===== src/include/yuvToRgb_macros.svh =====
// ------------------------------
// Geometry, memory map and arithmetic constants of the YUV 4:2:2 to
// RGB converter. Include wherever a constant or width is needed.
// LINE_PIXELS must be a multiple of 4 and at least 16.
// ------------------------------
`ifndef YUVTORGB_MACROS_SVH
`define YUVTORGB_MACROS_SVH

`define LINE_PIXELS 16
`define FRAME_LINES 4

// Word addresses of the four regions, packed back to back
`define Y_BASE      0
`define U_BASE      (`Y_BASE + (`LINE_PIXELS / 2) * `FRAME_LINES)
`define V_BASE      (`U_BASE + (`LINE_PIXELS / 4) * `FRAME_LINES)
`define RGB_BASE    (`V_BASE + (`LINE_PIXELS / 4) * `FRAME_LINES)

`define ADDR_W      18
`define DATA_W      16

// Interpolation filter, gain of 4096
`define FIR_TAPS    10
`define FIR_C0      36
`define FIR_C1      98
`define FIR_C2      233
`define FIR_C3      528
`define FIR_C4      1815
`define FIR_ROUND   2048
`define FIR_SHIFT   12

// Colour matrix, gain of 32768
`define CSC_KY      38142
`define CSC_RV      52298
`define CSC_GU      12845
`define CSC_GV      26640
`define CSC_BU      66093
`define CSC_ROUND   16384
`define CSC_SHIFT   15
`define Y_OFFSET    16
`define C_OFFSET    128

`endif


===== src/busPkg.sv =====
// ------------------------------
// Bus-domain types: APB request and data, and the request of the
// external 16-bit synchronous memory.
// ------------------------------
`default_nettype none

`include "yuvToRgb_macros.svh"

package busPkg;

    typedef logic [`ADDR_W-1:0] memAddr_t;
    typedef logic [`DATA_W-1:0] memWord_t;
    typedef logic [31:0]        apbData_t;

    typedef struct packed {
        memAddr_t addr;
        memWord_t wdata;
        logic     writeEn;
    } memReq_t;

    typedef struct packed {
        logic       psel;
        logic       penable;
        logic       pwrite;
        logic [3:0] paddr;
        apbData_t   pwdata;
    } apbReq_t;

endpackage

`default_nettype wire


===== src/cscPkg.sv =====
// ------------------------------
// Pixel-domain types shared by the chroma and colour datapath,
// plus the 8-bit clip used by both arithmetic stages.
// ------------------------------
`default_nettype none

`include "yuvToRgb_macros.svh"

package cscPkg;

    typedef logic [7:0] sample_t;

    typedef struct packed {
        sample_t u;
        sample_t v;
    } chromaPair_t;

    // Tap 0 is the oldest sample, tap FIR_TAPS-1 the newest
    typedef chromaPair_t [`FIR_TAPS-1:0] chromaWin_t;

    typedef struct packed {
        sample_t     yEven;
        sample_t     yOdd;
        chromaPair_t cEven;
        chromaPair_t cOdd;
    } yuvPair_t;

    typedef struct packed {
        sample_t r;
        sample_t g;
        sample_t b;
    } rgbPixel_t;

    typedef struct packed {
        rgbPixel_t even;
        rgbPixel_t odd;
    } rgbPair_t;

    // Saturate an already scaled result to 0..255
    function automatic sample_t clip8(input int value);
        if (value < 0) begin
            return 8'd0;
        end else if (value > 255) begin
            return 8'd255;
        end
        return sample_t'(value);
    endfunction

endpackage

`default_nettype wire


===== src/apbControl.sv =====
// ------------------------------
// APB register block. CTRL at offset 0 starts a run,
// STATUS at offset 4 reports busy and sticky done.
// Zero wait states, never errors.
// ------------------------------
`timescale 1ns/100ps
`default_nettype none

module apbControl (
    input  logic             Clock,
    input  logic             Resetn,
    input  busPkg::apbReq_t  apbReq,
    output busPkg::apbData_t prdata,
    input  logic             busy,
    input  logic             done,
    output logic             start
);
    import busPkg::*;

    logic access;

    assign access = apbReq.psel & apbReq.penable;

    // Start pulse one cycle after an accepted CTRL write
    always_ff @(posedge Clock or negedge Resetn) begin
        if (!Resetn) begin
            start <= 1'b0;
        end else begin
            start <= access & apbReq.pwrite & (apbReq.paddr == 4'd0)
                & apbReq.pwdata[0] & ~busy;
        end
    end

    // CTRL reads back as zero
    always_comb begin
        prdata = '0;
        if (access && !apbReq.pwrite && apbReq.paddr == 4'd4) begin
            prdata = apbData_t'({done, busy});
        end
    end

endmodule

`default_nettype wire


===== src/chromaUpsampler.sv =====
// ------------------------------
// Ten-tap symmetric filter rebuilding odd-pixel U and V from the
// window. Output registered one cycle after the window.
// ------------------------------
`timescale 1ns/100ps
`default_nettype none

`include "yuvToRgb_macros.svh"

module chromaUpsampler (
    input  logic                Clock,
    input  logic                Resetn,
    input  cscPkg::chromaWin_t  window,
    output cscPkg::chromaPair_t oddChroma
);
    import cscPkg::*;

    localparam int Coef [`FIR_TAPS] = '{
        `FIR_C0, -`FIR_C1, -`FIR_C2, `FIR_C3, `FIR_C4,
        `FIR_C4, `FIR_C3, -`FIR_C2, -`FIR_C1, `FIR_C0
    };

    int accU, accV;

    always_comb begin
        accU = `FIR_ROUND;
        accV = `FIR_ROUND;
        for (int t = 0; t < `FIR_TAPS; t++) begin
            accU += Coef[t] * int'(window[t].u);
            accV += Coef[t] * int'(window[t].v);
        end
    end

    always_ff @(posedge Clock or negedge Resetn) begin
        if (!Resetn) begin
            oddChroma <= '0;
        end else begin
            oddChroma.u <= clip8(accU >>> `FIR_SHIFT);
            oddChroma.v <= clip8(accV >>> `FIR_SHIFT);
        end
    end

endmodule

`default_nettype wire


===== src/chromaWindow.sv =====
// ------------------------------
// Ten-deep window of U/V pairs feeding the interpolation filter.
// A load fills every tap with the first sample of the line, so the
// left edge is replicated; a shift appends one sample at the top.
// ------------------------------
`timescale 1ns/100ps
`default_nettype none

module chromaWindow (
    input  logic                Clock,
    input  logic                Resetn,
    input  logic                winLoad,
    input  logic                winShift,
    input  cscPkg::chromaPair_t winSample,
    output cscPkg::chromaWin_t  window,
    output cscPkg::chromaPair_t winCentre
);
    import cscPkg::*;

    always_ff @(posedge Clock or negedge Resetn) begin
        if (!Resetn) begin
            window <= '0;
        end else if (winLoad) begin
            window <= {$bits(chromaWin_t)/$bits(chromaPair_t){winSample}};
        end else if (winShift) begin
            // Oldest tap drops out
            window <= {winSample, window[$high(window):1]};
        end
    end

    // Even pixel's own chroma
    assign winCentre = window[4];

endmodule

`default_nettype wire


===== src/colorConvert.sv =====
// ------------------------------
// Fixed-point YUV to RGB matrix for one pixel pair, with rounding
// and clipping of every channel. Output registered one cycle later.
// ------------------------------
`timescale 1ns/100ps
`default_nettype none

`include "yuvToRgb_macros.svh"

module colorConvert (
    input  logic             Clock,
    input  logic             Resetn,
    input  cscPkg::yuvPair_t yuv,
    output cscPkg::rgbPair_t rgb
);
    import cscPkg::*;

    function automatic sample_t scale(input int acc);
        return clip8((acc + `CSC_ROUND) >>> `CSC_SHIFT);
    endfunction

    function automatic rgbPixel_t toRgb(input sample_t yIn, input chromaPair_t c);
        int y;
        int u;
        int v;
        rgbPixel_t p;
        y = int'(yIn) - `Y_OFFSET;
        u = int'(c.u) - `C_OFFSET;
        v = int'(c.v) - `C_OFFSET;
        p.r = scale(`CSC_KY * y + `CSC_RV * v);
        p.g = scale(`CSC_KY * y - `CSC_GU * u - `CSC_GV * v);
        p.b = scale(`CSC_KY * y + `CSC_BU * u);
        return p;
    endfunction

    always_ff @(posedge Clock or negedge Resetn) begin
        if (!Resetn) begin
            rgb <= '0;
        end else begin
            rgb.even <= toRgb(yuv.yEven, yuv.cEven);
            rgb.odd  <= toRgb(yuv.yOdd, yuv.cOdd);
        end
    end

endmodule

`default_nettype wire


===== src/lineSequencer.sv =====
// ------------------------------
// Frame and line FSM. Fills the chroma window at each line start,
// then runs six cycles per pixel pair: Y read, U and V reads every
// other pair, and three RGB writes. Drives the datapath inputs.
// ------------------------------
`timescale 1ns/100ps
`default_nettype none

`include "yuvToRgb_macros.svh"

module lineSequencer (
    input  logic                Clock,
    input  logic                Resetn,
    input  logic                start,
    output logic                busy,
    output logic                done,
    output busPkg::memReq_t     memReq,
    input  busPkg::memWord_t    memRdata,
    output logic                winLoad,
    output logic                winShift,
    output cscPkg::chromaPair_t winSample,
    input  cscPkg::chromaPair_t winCentre,
    input  cscPkg::chromaPair_t oddChroma,
    output cscPkg::yuvPair_t    yuv,
    input  cscPkg::rgbPair_t    rgb
);
    import busPkg::*;
    import cscPkg::*;

    localparam int Half = `LINE_PIXELS / 2;

    typedef enum logic [3:0] {
        IDLE, LEAD_U, LEAD_V, LEAD_H, LEAD_A, LEAD_B,
        PAIR0, PAIR1, PAIR2, PAIR3, PAIR4, PAIR5
    } seqState_t;

    seqState_t   state;
    memAddr_t    yAddr, uAddr, vAddr, rgbAddr;
    logic [15:0] pairIdx, lineIdx;
    logic [1:0]  wordIdx;
    memWord_t    uBuf, vBuf;
    chromaPair_t lastSample;
    logic        fetch, repeatLast;

    // Next chroma word is read on odd pairs while the line has words left
    assign fetch      = pairIdx[0] && (int'(pairIdx) + 7 < Half);
    // Sample pairIdx+6 lies past the line end
    assign repeatLast = int'(pairIdx) + 6 >= Half;

    assign winLoad  = (state == LEAD_A) && (wordIdx == 2'd0);
    assign winShift = (state == LEAD_A && wordIdx != 2'd0) || state == LEAD_B
        || state == PAIR1;

    always_comb begin
        winSample = '{u: uBuf[15:8], v: vBuf[15:8]};
        if (state == LEAD_B || (state == PAIR1 && pairIdx[0])) begin
            winSample = '{u: uBuf[7:0], v: vBuf[7:0]};
        end
        if (state == PAIR1 && repeatLast) begin
            winSample = lastSample;
        end
    end

    always_comb begin
        memReq = '{addr: '0, wdata: '0, writeEn: 1'b0};
        case (state)
            LEAD_U: memReq.addr = uAddr;
            LEAD_V: memReq.addr = vAddr;
            PAIR0:  memReq.addr = yAddr;
            PAIR1:  memReq.addr = fetch ? uAddr : '0;
            PAIR2:  memReq.addr = fetch ? vAddr : '0;
            PAIR3:  memReq = '{addr: rgbAddr, wdata: {rgb.even.r, rgb.even.g}, writeEn: 1'b1};
            PAIR4:  memReq = '{addr: rgbAddr, wdata: {rgb.even.b, rgb.odd.r}, writeEn: 1'b1};
            PAIR5:  memReq = '{addr: rgbAddr, wdata: {rgb.odd.g, rgb.odd.b}, writeEn: 1'b1};
            default: memReq.addr = '0;
        endcase
    end

    // Payload registers
    always_ff @(posedge Clock) begin
        if (state == LEAD_V || (state == PAIR2 && fetch)) begin
            uBuf <= memRdata;
        end
        if (state == LEAD_H || (state == PAIR3 && fetch)) begin
            vBuf <= memRdata;
        end
        if (winLoad || winShift) begin
            lastSample <= winSample;
        end
        // Y word arrives here, window still holds this pair
        if (state == PAIR1) begin
            yuv <= '{yEven: memRdata[15:8], yOdd: memRdata[7:0],
                     cEven: winCentre, cOdd: oddChroma};
        end
    end

    always_ff @(posedge Clock or negedge Resetn) begin
        if (!Resetn) begin
            state   <= IDLE;
            busy    <= 1'b0;
            done    <= 1'b0;
            yAddr   <= '0;
            uAddr   <= '0;
            vAddr   <= '0;
            rgbAddr <= '0;
            pairIdx <= '0;
            lineIdx <= '0;
            wordIdx <= '0;
        end else begin
            case (state)
                IDLE: begin
                    if (start) begin
                        busy    <= 1'b1;
                        done    <= 1'b0;
                        yAddr   <= memAddr_t'(`Y_BASE);
                        uAddr   <= memAddr_t'(`U_BASE);
                        vAddr   <= memAddr_t'(`V_BASE);
                        rgbAddr <= memAddr_t'(`RGB_BASE);
                        lineIdx <= '0;
                        wordIdx <= '0;
                        state   <= LEAD_U;
                    end
                end
                LEAD_U: begin
                    uAddr <= uAddr + 1'b1;
                    state <= LEAD_V;
                end
                LEAD_V: begin
                    vAddr <= vAddr + 1'b1;
                    state <= LEAD_H;
                end
                LEAD_H: begin
                    // Fourth word stays buffered for the first two pairs
                    if (wordIdx == 2'd3) begin
                        pairIdx <= '0;
                        state   <= PAIR0;
                    end else begin
                        state <= LEAD_A;
                    end
                end
                LEAD_A: state <= LEAD_B;
                LEAD_B: begin
                    wordIdx <= wordIdx + 1'b1;
                    state   <= LEAD_U;
                end
                PAIR0: begin
                    yAddr <= yAddr + 1'b1;
                    state <= PAIR1;
                end
                PAIR1: begin
                    if (fetch) begin
                        uAddr <= uAddr + 1'b1;
                    end
                    state <= PAIR2;
                end
                PAIR2: begin
                    if (fetch) begin
                        vAddr <= vAddr + 1'b1;
                    end
                    state <= PAIR3;
                end
                PAIR3, PAIR4: begin
                    rgbAddr <= rgbAddr + 1'b1;
                    state   <= (state == PAIR3) ? PAIR4 : PAIR5;
                end
                PAIR5: begin
                    rgbAddr <= rgbAddr + 1'b1;
                    if (pairIdx != 16'(Half - 1)) begin
                        pairIdx <= pairIdx + 1'b1;
                        state   <= PAIR0;
                    end else if (lineIdx != 16'(`FRAME_LINES - 1)) begin
                        lineIdx <= lineIdx + 1'b1;
                        wordIdx <= '0;
                        state   <= LEAD_U;
                    end else begin
                        busy  <= 1'b0;
                        done  <= 1'b1;
                        state <= IDLE;
                    end
                end
                default: state <= IDLE;
            endcase
        end
    end

endmodule

`default_nettype wire


===== src/yuvToRgb.sv =====
// ------------------------------
// Top level of the YUV 4:2:2 to RGB frame converter.
// APB host port for control, single 16-bit memory port for data.
// ------------------------------
`timescale 1ns/100ps
`default_nettype none

module yuvToRgb (
    input  logic             Clock,
    input  logic             Resetn,
    input  busPkg::apbReq_t  apbReq,
    output busPkg::apbData_t prdata,
    output busPkg::memReq_t  memReq,
    input  busPkg::memWord_t memRdata
);
    import cscPkg::*;

    logic        start, busy, done;
    logic        winLoad, winShift;
    chromaPair_t winSample, winCentre, oddChroma;
    chromaWin_t  window;
    yuvPair_t    yuv;
    rgbPair_t    rgb;

    apbControl apbControl_i (
        .Clock(Clock), .Resetn(Resetn), .apbReq(apbReq), .prdata(prdata),
        .busy(busy), .done(done), .start(start)
    );

    lineSequencer lineSequencer_i (
        .Clock(Clock), .Resetn(Resetn), .start(start), .busy(busy), .done(done),
        .memReq(memReq), .memRdata(memRdata),
        .winLoad(winLoad), .winShift(winShift), .winSample(winSample),
        .winCentre(winCentre), .oddChroma(oddChroma), .yuv(yuv), .rgb(rgb)
    );

    chromaWindow chromaWindow_i (
        .Clock(Clock), .Resetn(Resetn), .winLoad(winLoad), .winShift(winShift),
        .winSample(winSample), .window(window), .winCentre(winCentre)
    );

    chromaUpsampler chromaUpsampler_i (
        .Clock(Clock), .Resetn(Resetn), .window(window), .oddChroma(oddChroma)
    );

    colorConvert colorConvert_i (
        .Clock(Clock), .Resetn(Resetn), .yuv(yuv), .rgb(rgb)
    );

endmodule

`default_nettype wire

===== config.mk =====
export PLATFORM = sky130hd
export DESIGN_NAME = yuvToRgb
export DESIGN_NICKNAME = d
export VERILOG_FILES = /design/src/busPkg.sv /design/src/cscPkg.sv /design/src/apbControl.sv /design/src/chromaUpsampler.sv /design/src/chromaWindow.sv /design/src/colorConvert.sv /design/src/lineSequencer.sv /design/src/yuvToRgb.sv
export VERILOG_INCLUDE_DIRS = /design/src /design/src/include
export SDC_FILE = /design/constraint.sdc
export NUM_CORES = 2
export LEC_CHECK = 0
export BUFFER_PORTS_ARGS = -buffer_cell sky130_fd_sc_hd__buf_2
export CORE_UTILIZATION = 50
export DETAILED_ROUTE_END_ITERATION = 10
export GPL_TIMING_DRIVEN = 0
export PLACE_DENSITY = 0.66
export SLEW_MARGIN = 15
export SYNTH_ARGS = -nofsm -noshare
export SYNTH_HDL_FRONTEND = slang
export SYNTH_SLANG_ARGS = --single-unit

===== constraint.sdc =====
create_clock -name Clock -period 16.3 [get_ports Clock]
set_clock_uncertainty 0.15 [all_clocks]
set_input_delay 3.26 -clock Clock [delete_from_list [all_inputs] [get_ports Clock]]
set_output_delay 3.26 -clock Clock [all_outputs]
set_load 0.05 [all_outputs]

== Word-level counts from Yosys, hierarchy flattened ==
Cells that the tools add are included.
Operators by class
  multiply operators: 30
  reduce and logical (&&, ||, !) cells: 38
  add/subtract/negate cells: 49
  magnitude comparators: 18
  bitwise gates (word level): 6
  equal/unequal tests: 23
  muxes and demuxes: 84
Operator list (count)
  $add 32x32->32: 20
  $mux 160: 2
  $add 32x16->32 const B: 6
  $mux 8: 24
  $mux 18: 8
  $mul 16x32->31 const A: 4
  $sub 32x32->32: 4
  $mux 16: 7
  $pmux 18 s3: 2
  $pmux 18 s6: 1
  $gt 17x9->1 const B: 6
  $lt 17x1->1 const B: 6
  $mul 11x8->19 const A: 4
  $add 18x1->18 const B: 4
  $mul 9x9->18 const A: 4
  $pmux 18 s2: 2
  $add 13x32->32 const A: 2
  $add 32x15->32: 2
  $mul 12x32->28 const A: 2
  $mul 15x32->32 const A: 2
  $mul 18x32->32 const A: 2
  $mul 7x9->16 const A: 4
  $pmux 16 s2: 2
  $mul 6x8->14 const A: 4
  other kinds (40): 124
Word-level totals
  output and inout bits: 67
  flip-flop bits (word level): 433

== Logic depth before layout (Yosys ltp) ==
  depth in word-level cells: 15
  gate-level depth with buffers: 41
  depth with buffers taken out: 41

== By module ==
From an unflattened synthesis, not the netlist that was laid out.
Unflattened totals
  cells, all modules: 7620
  area total of the unflattened synthesis: 75741.4 sq um
Modules (own cells, without submodules)
  chromaUpsampler: times used 1, cells each 3003, area an instance 29069.1 sq um
  colorConvert: times used 1, cells each 3067, area an instance 27918.0 sq um
  lineSequencer: times used 1, cells each 997, area an instance 10476.3 sq um
  chromaWindow: times used 1, cells each 514, area an instance 7955.1 sq um
  apbControl: times used 1, cells each 39, area an instance 322.8 sq um

== Worst setup path before layout ==
OpenSTA, ideal clock, no wires.
  path kind: flip-flop to flip-flop
  from: register, netlist name lineSequencer_i.yuv[7]
  to: register, netlist name colorConvert_i.rgb[14]
  setup time: 0.136 ns
  period minus slack after synthesis: 9.429 ns
  required time: 16.014 ns
  stages on the path, launching flop included: 37
  data arrival time: 9.142 ns
  setup slack: 6.871 ns
  path through: edfxtp_1 > clkbuf_1 > clkinv_1 > ha_1 > ha_1 > inv_1 > fa_1 > inv_1 > fa_1 > ha_1 > ha_1 > nor2b_1 > o21a_1 > o21ai_0 > nand2b_1 > a21o_1 > a21o_1 > a21oi_1 > xnor2_1 > ha_1 > ha_1 > ha_1 > inv_1 > fa_1 > inv_1 > fa_1 > inv_1 > ha_1 > and3_1 > nor2b_1 > o21a_1 > a41o_1 > o22a_1 > a21oi_1 > xnor2_1 > nor4_4 > a21oi_1
On the way
  longest elaborated chain between the ends: 8
  elaborated cells between the ends (all ways): 10
  classes of those cells: 3 x add/sub; 1 x mul; 2 x order compare; 4 x mux
RTL lines
  $sub 8x8->9 (no line) *
  $mul 12x32->28 (no line) *
  $sub 32x32->32 (no line) *
  $add 32x16->32 (no line) *
  $gt 17x9->1: RTL line cscPkg.sv:43  | end else if (value > 255) begin
  $mux 1: RTL line cscPkg.sv:43
  $mux 1: RTL line cscPkg.sv:41  | if (value < 0) begin
  $mux 8 *: RTL line cscPkg.sv:46  | return sample_t'(value);
Every way passes the cells marked *; elsewhere a longest branch is shown, timed or not.
A chain may end at the register's enable or synchronous reset.

== Worst setup path after layout ==
  from: register, netlist name lineSequencer_i.yuv[7]
  to: register, netlist name colorConvert_i.rgb[15]
On the way
  longest elaborated chain between the ends: 8
  elaborated cells between the ends (all ways): 10
  classes of those cells: 3 x add/sub; 1 x mul; 2 x order compare; 4 x mux
RTL lines (RTL line)
  $sub 8x8->9 (no line) *
  $mul 12x32->28 (no line) *
  $sub 32x32->32 (no line) *
  $add 32x16->32 (no line) *
  $gt 17x9->1: cscPkg.sv:43
  $mux 1: cscPkg.sv:43
  $mux 1: cscPkg.sv:41
  $mux 8 *: cscPkg.sv:46
Marked as above.

==> reports/qor.tcl <==
set qor(synth.top_cell.area_share_pct) 27.9
set qor(arrival_ns) 11.84
set qor(postRouteWirelength_um) 183000
set qor(status) {completed}
set qor(slew_viol_final) 0
set qor(synth_xor_area_share_pct) 5.39
set qor(pin_count) 124
set qor(setup_viol) 0
set qor(hold_ws_ns) 0.256
set qor(fmax_ghz) 0.0866
set qor(synth-seq-cells) 433
set qor(cts_sinks) 433
set qor(synthArstFlopShare_pct) 77.8
set qor(worstHoldPathType) {reg2reg}
set qor(root_buffer) {clkbuf_16}
set qor(synthesized_area_fraction_occupied_by_ao_oa_aoi_and_oai_cells_pct) 10.4
set qor(tightestPinTransition_ns) 1.14
set qor(tritoncts) {yes}
set qor(crit_type) {reg2reg}
set qor(route.vias.total) 54422
set qor(rsz0062_at_grt) {no}
set qor(first_global_vias) 55362
set qor(syn_area_mm2) 0.0756
set qor(final_hold_viol_count) 0
set qor(number_of_antenna_violations_at_the_first_check_in_global_routing) 15
set qor(standard_cell_row_count) 142
set qor(final_period_minus_worst_setup_slack_ns) 11.55
set qor(synth_to_layout_area_growth_pct) 6.28
set qor(number_of_flops_mapped_to_enable_cells_by_yosys) 96
set qor(number_of_cells_in_the_design_after_placement) 10111
set qor(cap_violations) 0
set qor(dominant_cell_by_count_in_the_synthesized_netlist) {inv_1}
set qor(clk_transition_reported_paths_ns) 0.06
set qor(synth.yosys.warnings) 0
set qor(synth.yosys.seq_area_share_pct) 15.0
set qor(final_min_period_over_clock_period_pct) 70.9
set qor(critical_path.slowest_cell) {clkinv_1}
set qor(netlist_top_cells_count) {inv_1, ha_1, fa_1, a21oi_1, nor2_1}
set qor(netlist_top_cells_area) {ha_1, fa_1, dfrtp_1, inv_1, a21oi_1}
set qor(drive_above_1_share_pct) 3.44
set qor(cts_buffers) 46
set qor(design.final.nets) 10743
set qor(max_stage_delay_ns) 1.10
set qor(cts-resized-gates) 0
set qor(viasPerCell) 5.34
set qor(htree_levels) 2
set qor(detail_route.wl_per_cell_um) 17.9
set qor(crit_path_end_kind) {register}
set qor(grt_max_degree) 97
set qor(start_util_pct) 50.4
set qor(clock_insertion_delay_worst_skew_ns) 0.62
set qor(grt_use_total_pct) 24.6
set qor(dp_hpwl_um) 158000
set qor(ys.flop_type) {dfrtp_1}
set qor(post_synthesis_share_of_cell_area_spent_on_full_adders_half_adders_and_majority_gates_pct) 50.6
set qor(die_width_um) 391
set qor(max-slew-margin-rel_pct) 23.7
set qor(post_synth.cell_area_avg_um2) 9.46
set qor(gp_weighted_congestion) 0.931
set qor(detail-route-antenna-nets) 0
set qor(globalRoute.totalOverflow) 0
set qor(post_synth_inst_count) 7996
set qor(synth_top_family_by_area) {adder cells}
set qor(die_y_extent_um) 391
set qor(synth_area_leader_cell) {ha_1}
set qor(port_buffers) 62
set qor(post-route-drc-count) 0
set qor(post_synth_num_cell_types) 97
set qor(stdcell_count) 10200
set qor(postCtsSetupBuffers) 0
set qor(ctsLongestPathBuffers) 3
set qor(cp.required_ns) 16.59
set qor(setup-tns-final_ns) 0
set qor(postCtsHoldBufs) 0
set qor(core_region_area_mm2) 0.150
set qor(path_common_cell) {ha_1}
set qor(drt_pre_antenna_iters) 6
set qor(area_enclosed_by_the_die_boundary_mm2) 0.153
set qor(path_max_fanout) 22
set qor(synth_mux_area_share_pct) 0.811
set qor(grt_pass1_wl_um) 297000
set qor(critical_path.startpoint_type) {register}
set qor(drt_first_iter_violations) 3580
set qor(synthSimpleGateAreaFrac_pct) 7.88
==> cell families (layout without fill, tap and decap cells) <==
| group | Yosys count | after routing |
|---|---|---|
| xor+xnor | 461 | 461 |
| flops | 433 | 433 |
| mux | 59 | 59 |
| other cells | 1 | 34 |
| buf+inv | 1973 | 2128 |
| simple gates | 1240 | 1240 |
| fa+ha+maj | 2543 | 2543 |
| compound gates | 1286 | 1286 |
==> flip-flops by register name (all words and copies together) (netlist names) <==
register                     cells
lineSequencer_i.pairIdx         16
lineSequencer_i.vAddr           18
chromaWindow_i.window          144
lineSequencer_i.wordIdx          2
apbControl_i.start               1
chromaWindow_i.winCentre        16
lineSequencer_i.done             1
lineSequencer_i.uAddr           18
lineSequencer_i.busy             1
chromaUpsampler_i.oddChroma     16
lineSequencer_i.rgbAddr         18
lineSequencer_i.lastSample      16
lineSequencer_i.lineIdx         16
lineSequencer_i.uBuf            16
colorConvert_i.rgb              48
lineSequencer_i.yuv             48
lineSequencer_i.vBuf            16
lineSequencer_i.yAddr           18
lineSequencer_i.state            4
==> through the flow <==
step                      setup WS [ns]  cell area, um^2  util, %
after floorplan                    6.87            75700        -
after global placement             4.88            78600     52.4
after detailed placement           4.81            78700     52.5
after CTS                          4.79            80400     53.6
after global routing               4.12            80400     53.6
final                              4.75            80400     53.6
==> per-layer routing <==
| metal | track usage [%] | vias up | share of wire [%] | routed length [um] |
|---|---|---|---|---|
| li1 | - | 26398 | - | - |
| met1 | 34.0 | 26666 | 46 | 83800 |
| met2 | 40.9 | 1149 | 47 | 85300 |
| met3 | 3.91 | 193 | 5.6 | 10300 |
| met4 | 4.33 | 16 | 1.8 | 3370 |
| met5 | 0 | - | 0.056 | 103 |
==> layout make-up <==
type / count / area, um^2
buffer: 150 / 699
timing repair buffer: 70 / 473
inverter: 1823 / 6840
antenna: 4 / 10.0
clock buffer: 60 / 1300
fill: 13738 / 69600
clock inverter: 25 / 319
tap: 2016 / 2520
sequential: 433 / 11300
multi-input combinational: 5619 / 56900
==> layout by cell type, fill, tap and decap left out, types with 100 or more instances in the layout <==
master   count
inv_1     1817
ha_1      1689
fa_1       854
a21oi_1    621
nor2_1     467
dfrtp_1    337
xnor2_1    284
nand2_1    221
o21ai_0    180
xor2_1     173
a21o_1     115
nand3_1    100
==> worst max-delay path, delay by kind of cell, from the launching register on <==
family                   cells  cell delay (ns)
adder cells (fa/ha/maj)     12             4.86
AO/OA/AOI/OAI               10             2.38
buffers and inverters        7             1.91
AND/OR/NAND/NOR              5             1.19
flip-flops                   1             0.53
XOR/XNOR                     2             0.33
==> final timing paths <==
| path | startpoint | to | slack (ns) | depth (start not counted) |
|---|---|---|---|---|
| worst max-delay path | lineSequencer_i.yuv[7]$_DFFE_PP_ | colorConvert_i.rgb[15]$_DFF_PN0_ | 4.75 | 36 |
| worst min-delay path | chromaUpsampler_i.oddChroma[6]$_DFF_PN0_ | lineSequencer_i.yuv[6]$_DFFE_PP_ | 0.26 | 0 |
| worst max register to register | lineSequencer_i.yuv[7]$_DFFE_PP_ | colorConvert_i.rgb[15]$_DFF_PN0_ | 4.75 | 36 |
| worst min register to register | chromaUpsampler_i.oddChroma[6]$_DFF_PN0_ | lineSequencer_i.yuv[6]$_DFFE_PP_ | 0.26 | 0 |
| max in group asynchronous | Resetn | chromaWindow_i.window[33]$_DFFE_PN0P_ | 12.20 | 3 |
| min in group asynchronous | Resetn | lineSequencer_i.yAddr[13]$_DFFE_PN0P_ | 2.44 | 1 |
Power is not shown: default switching activity piles up to over one toggle a cycle in this logic, so the estimate is an artifact.
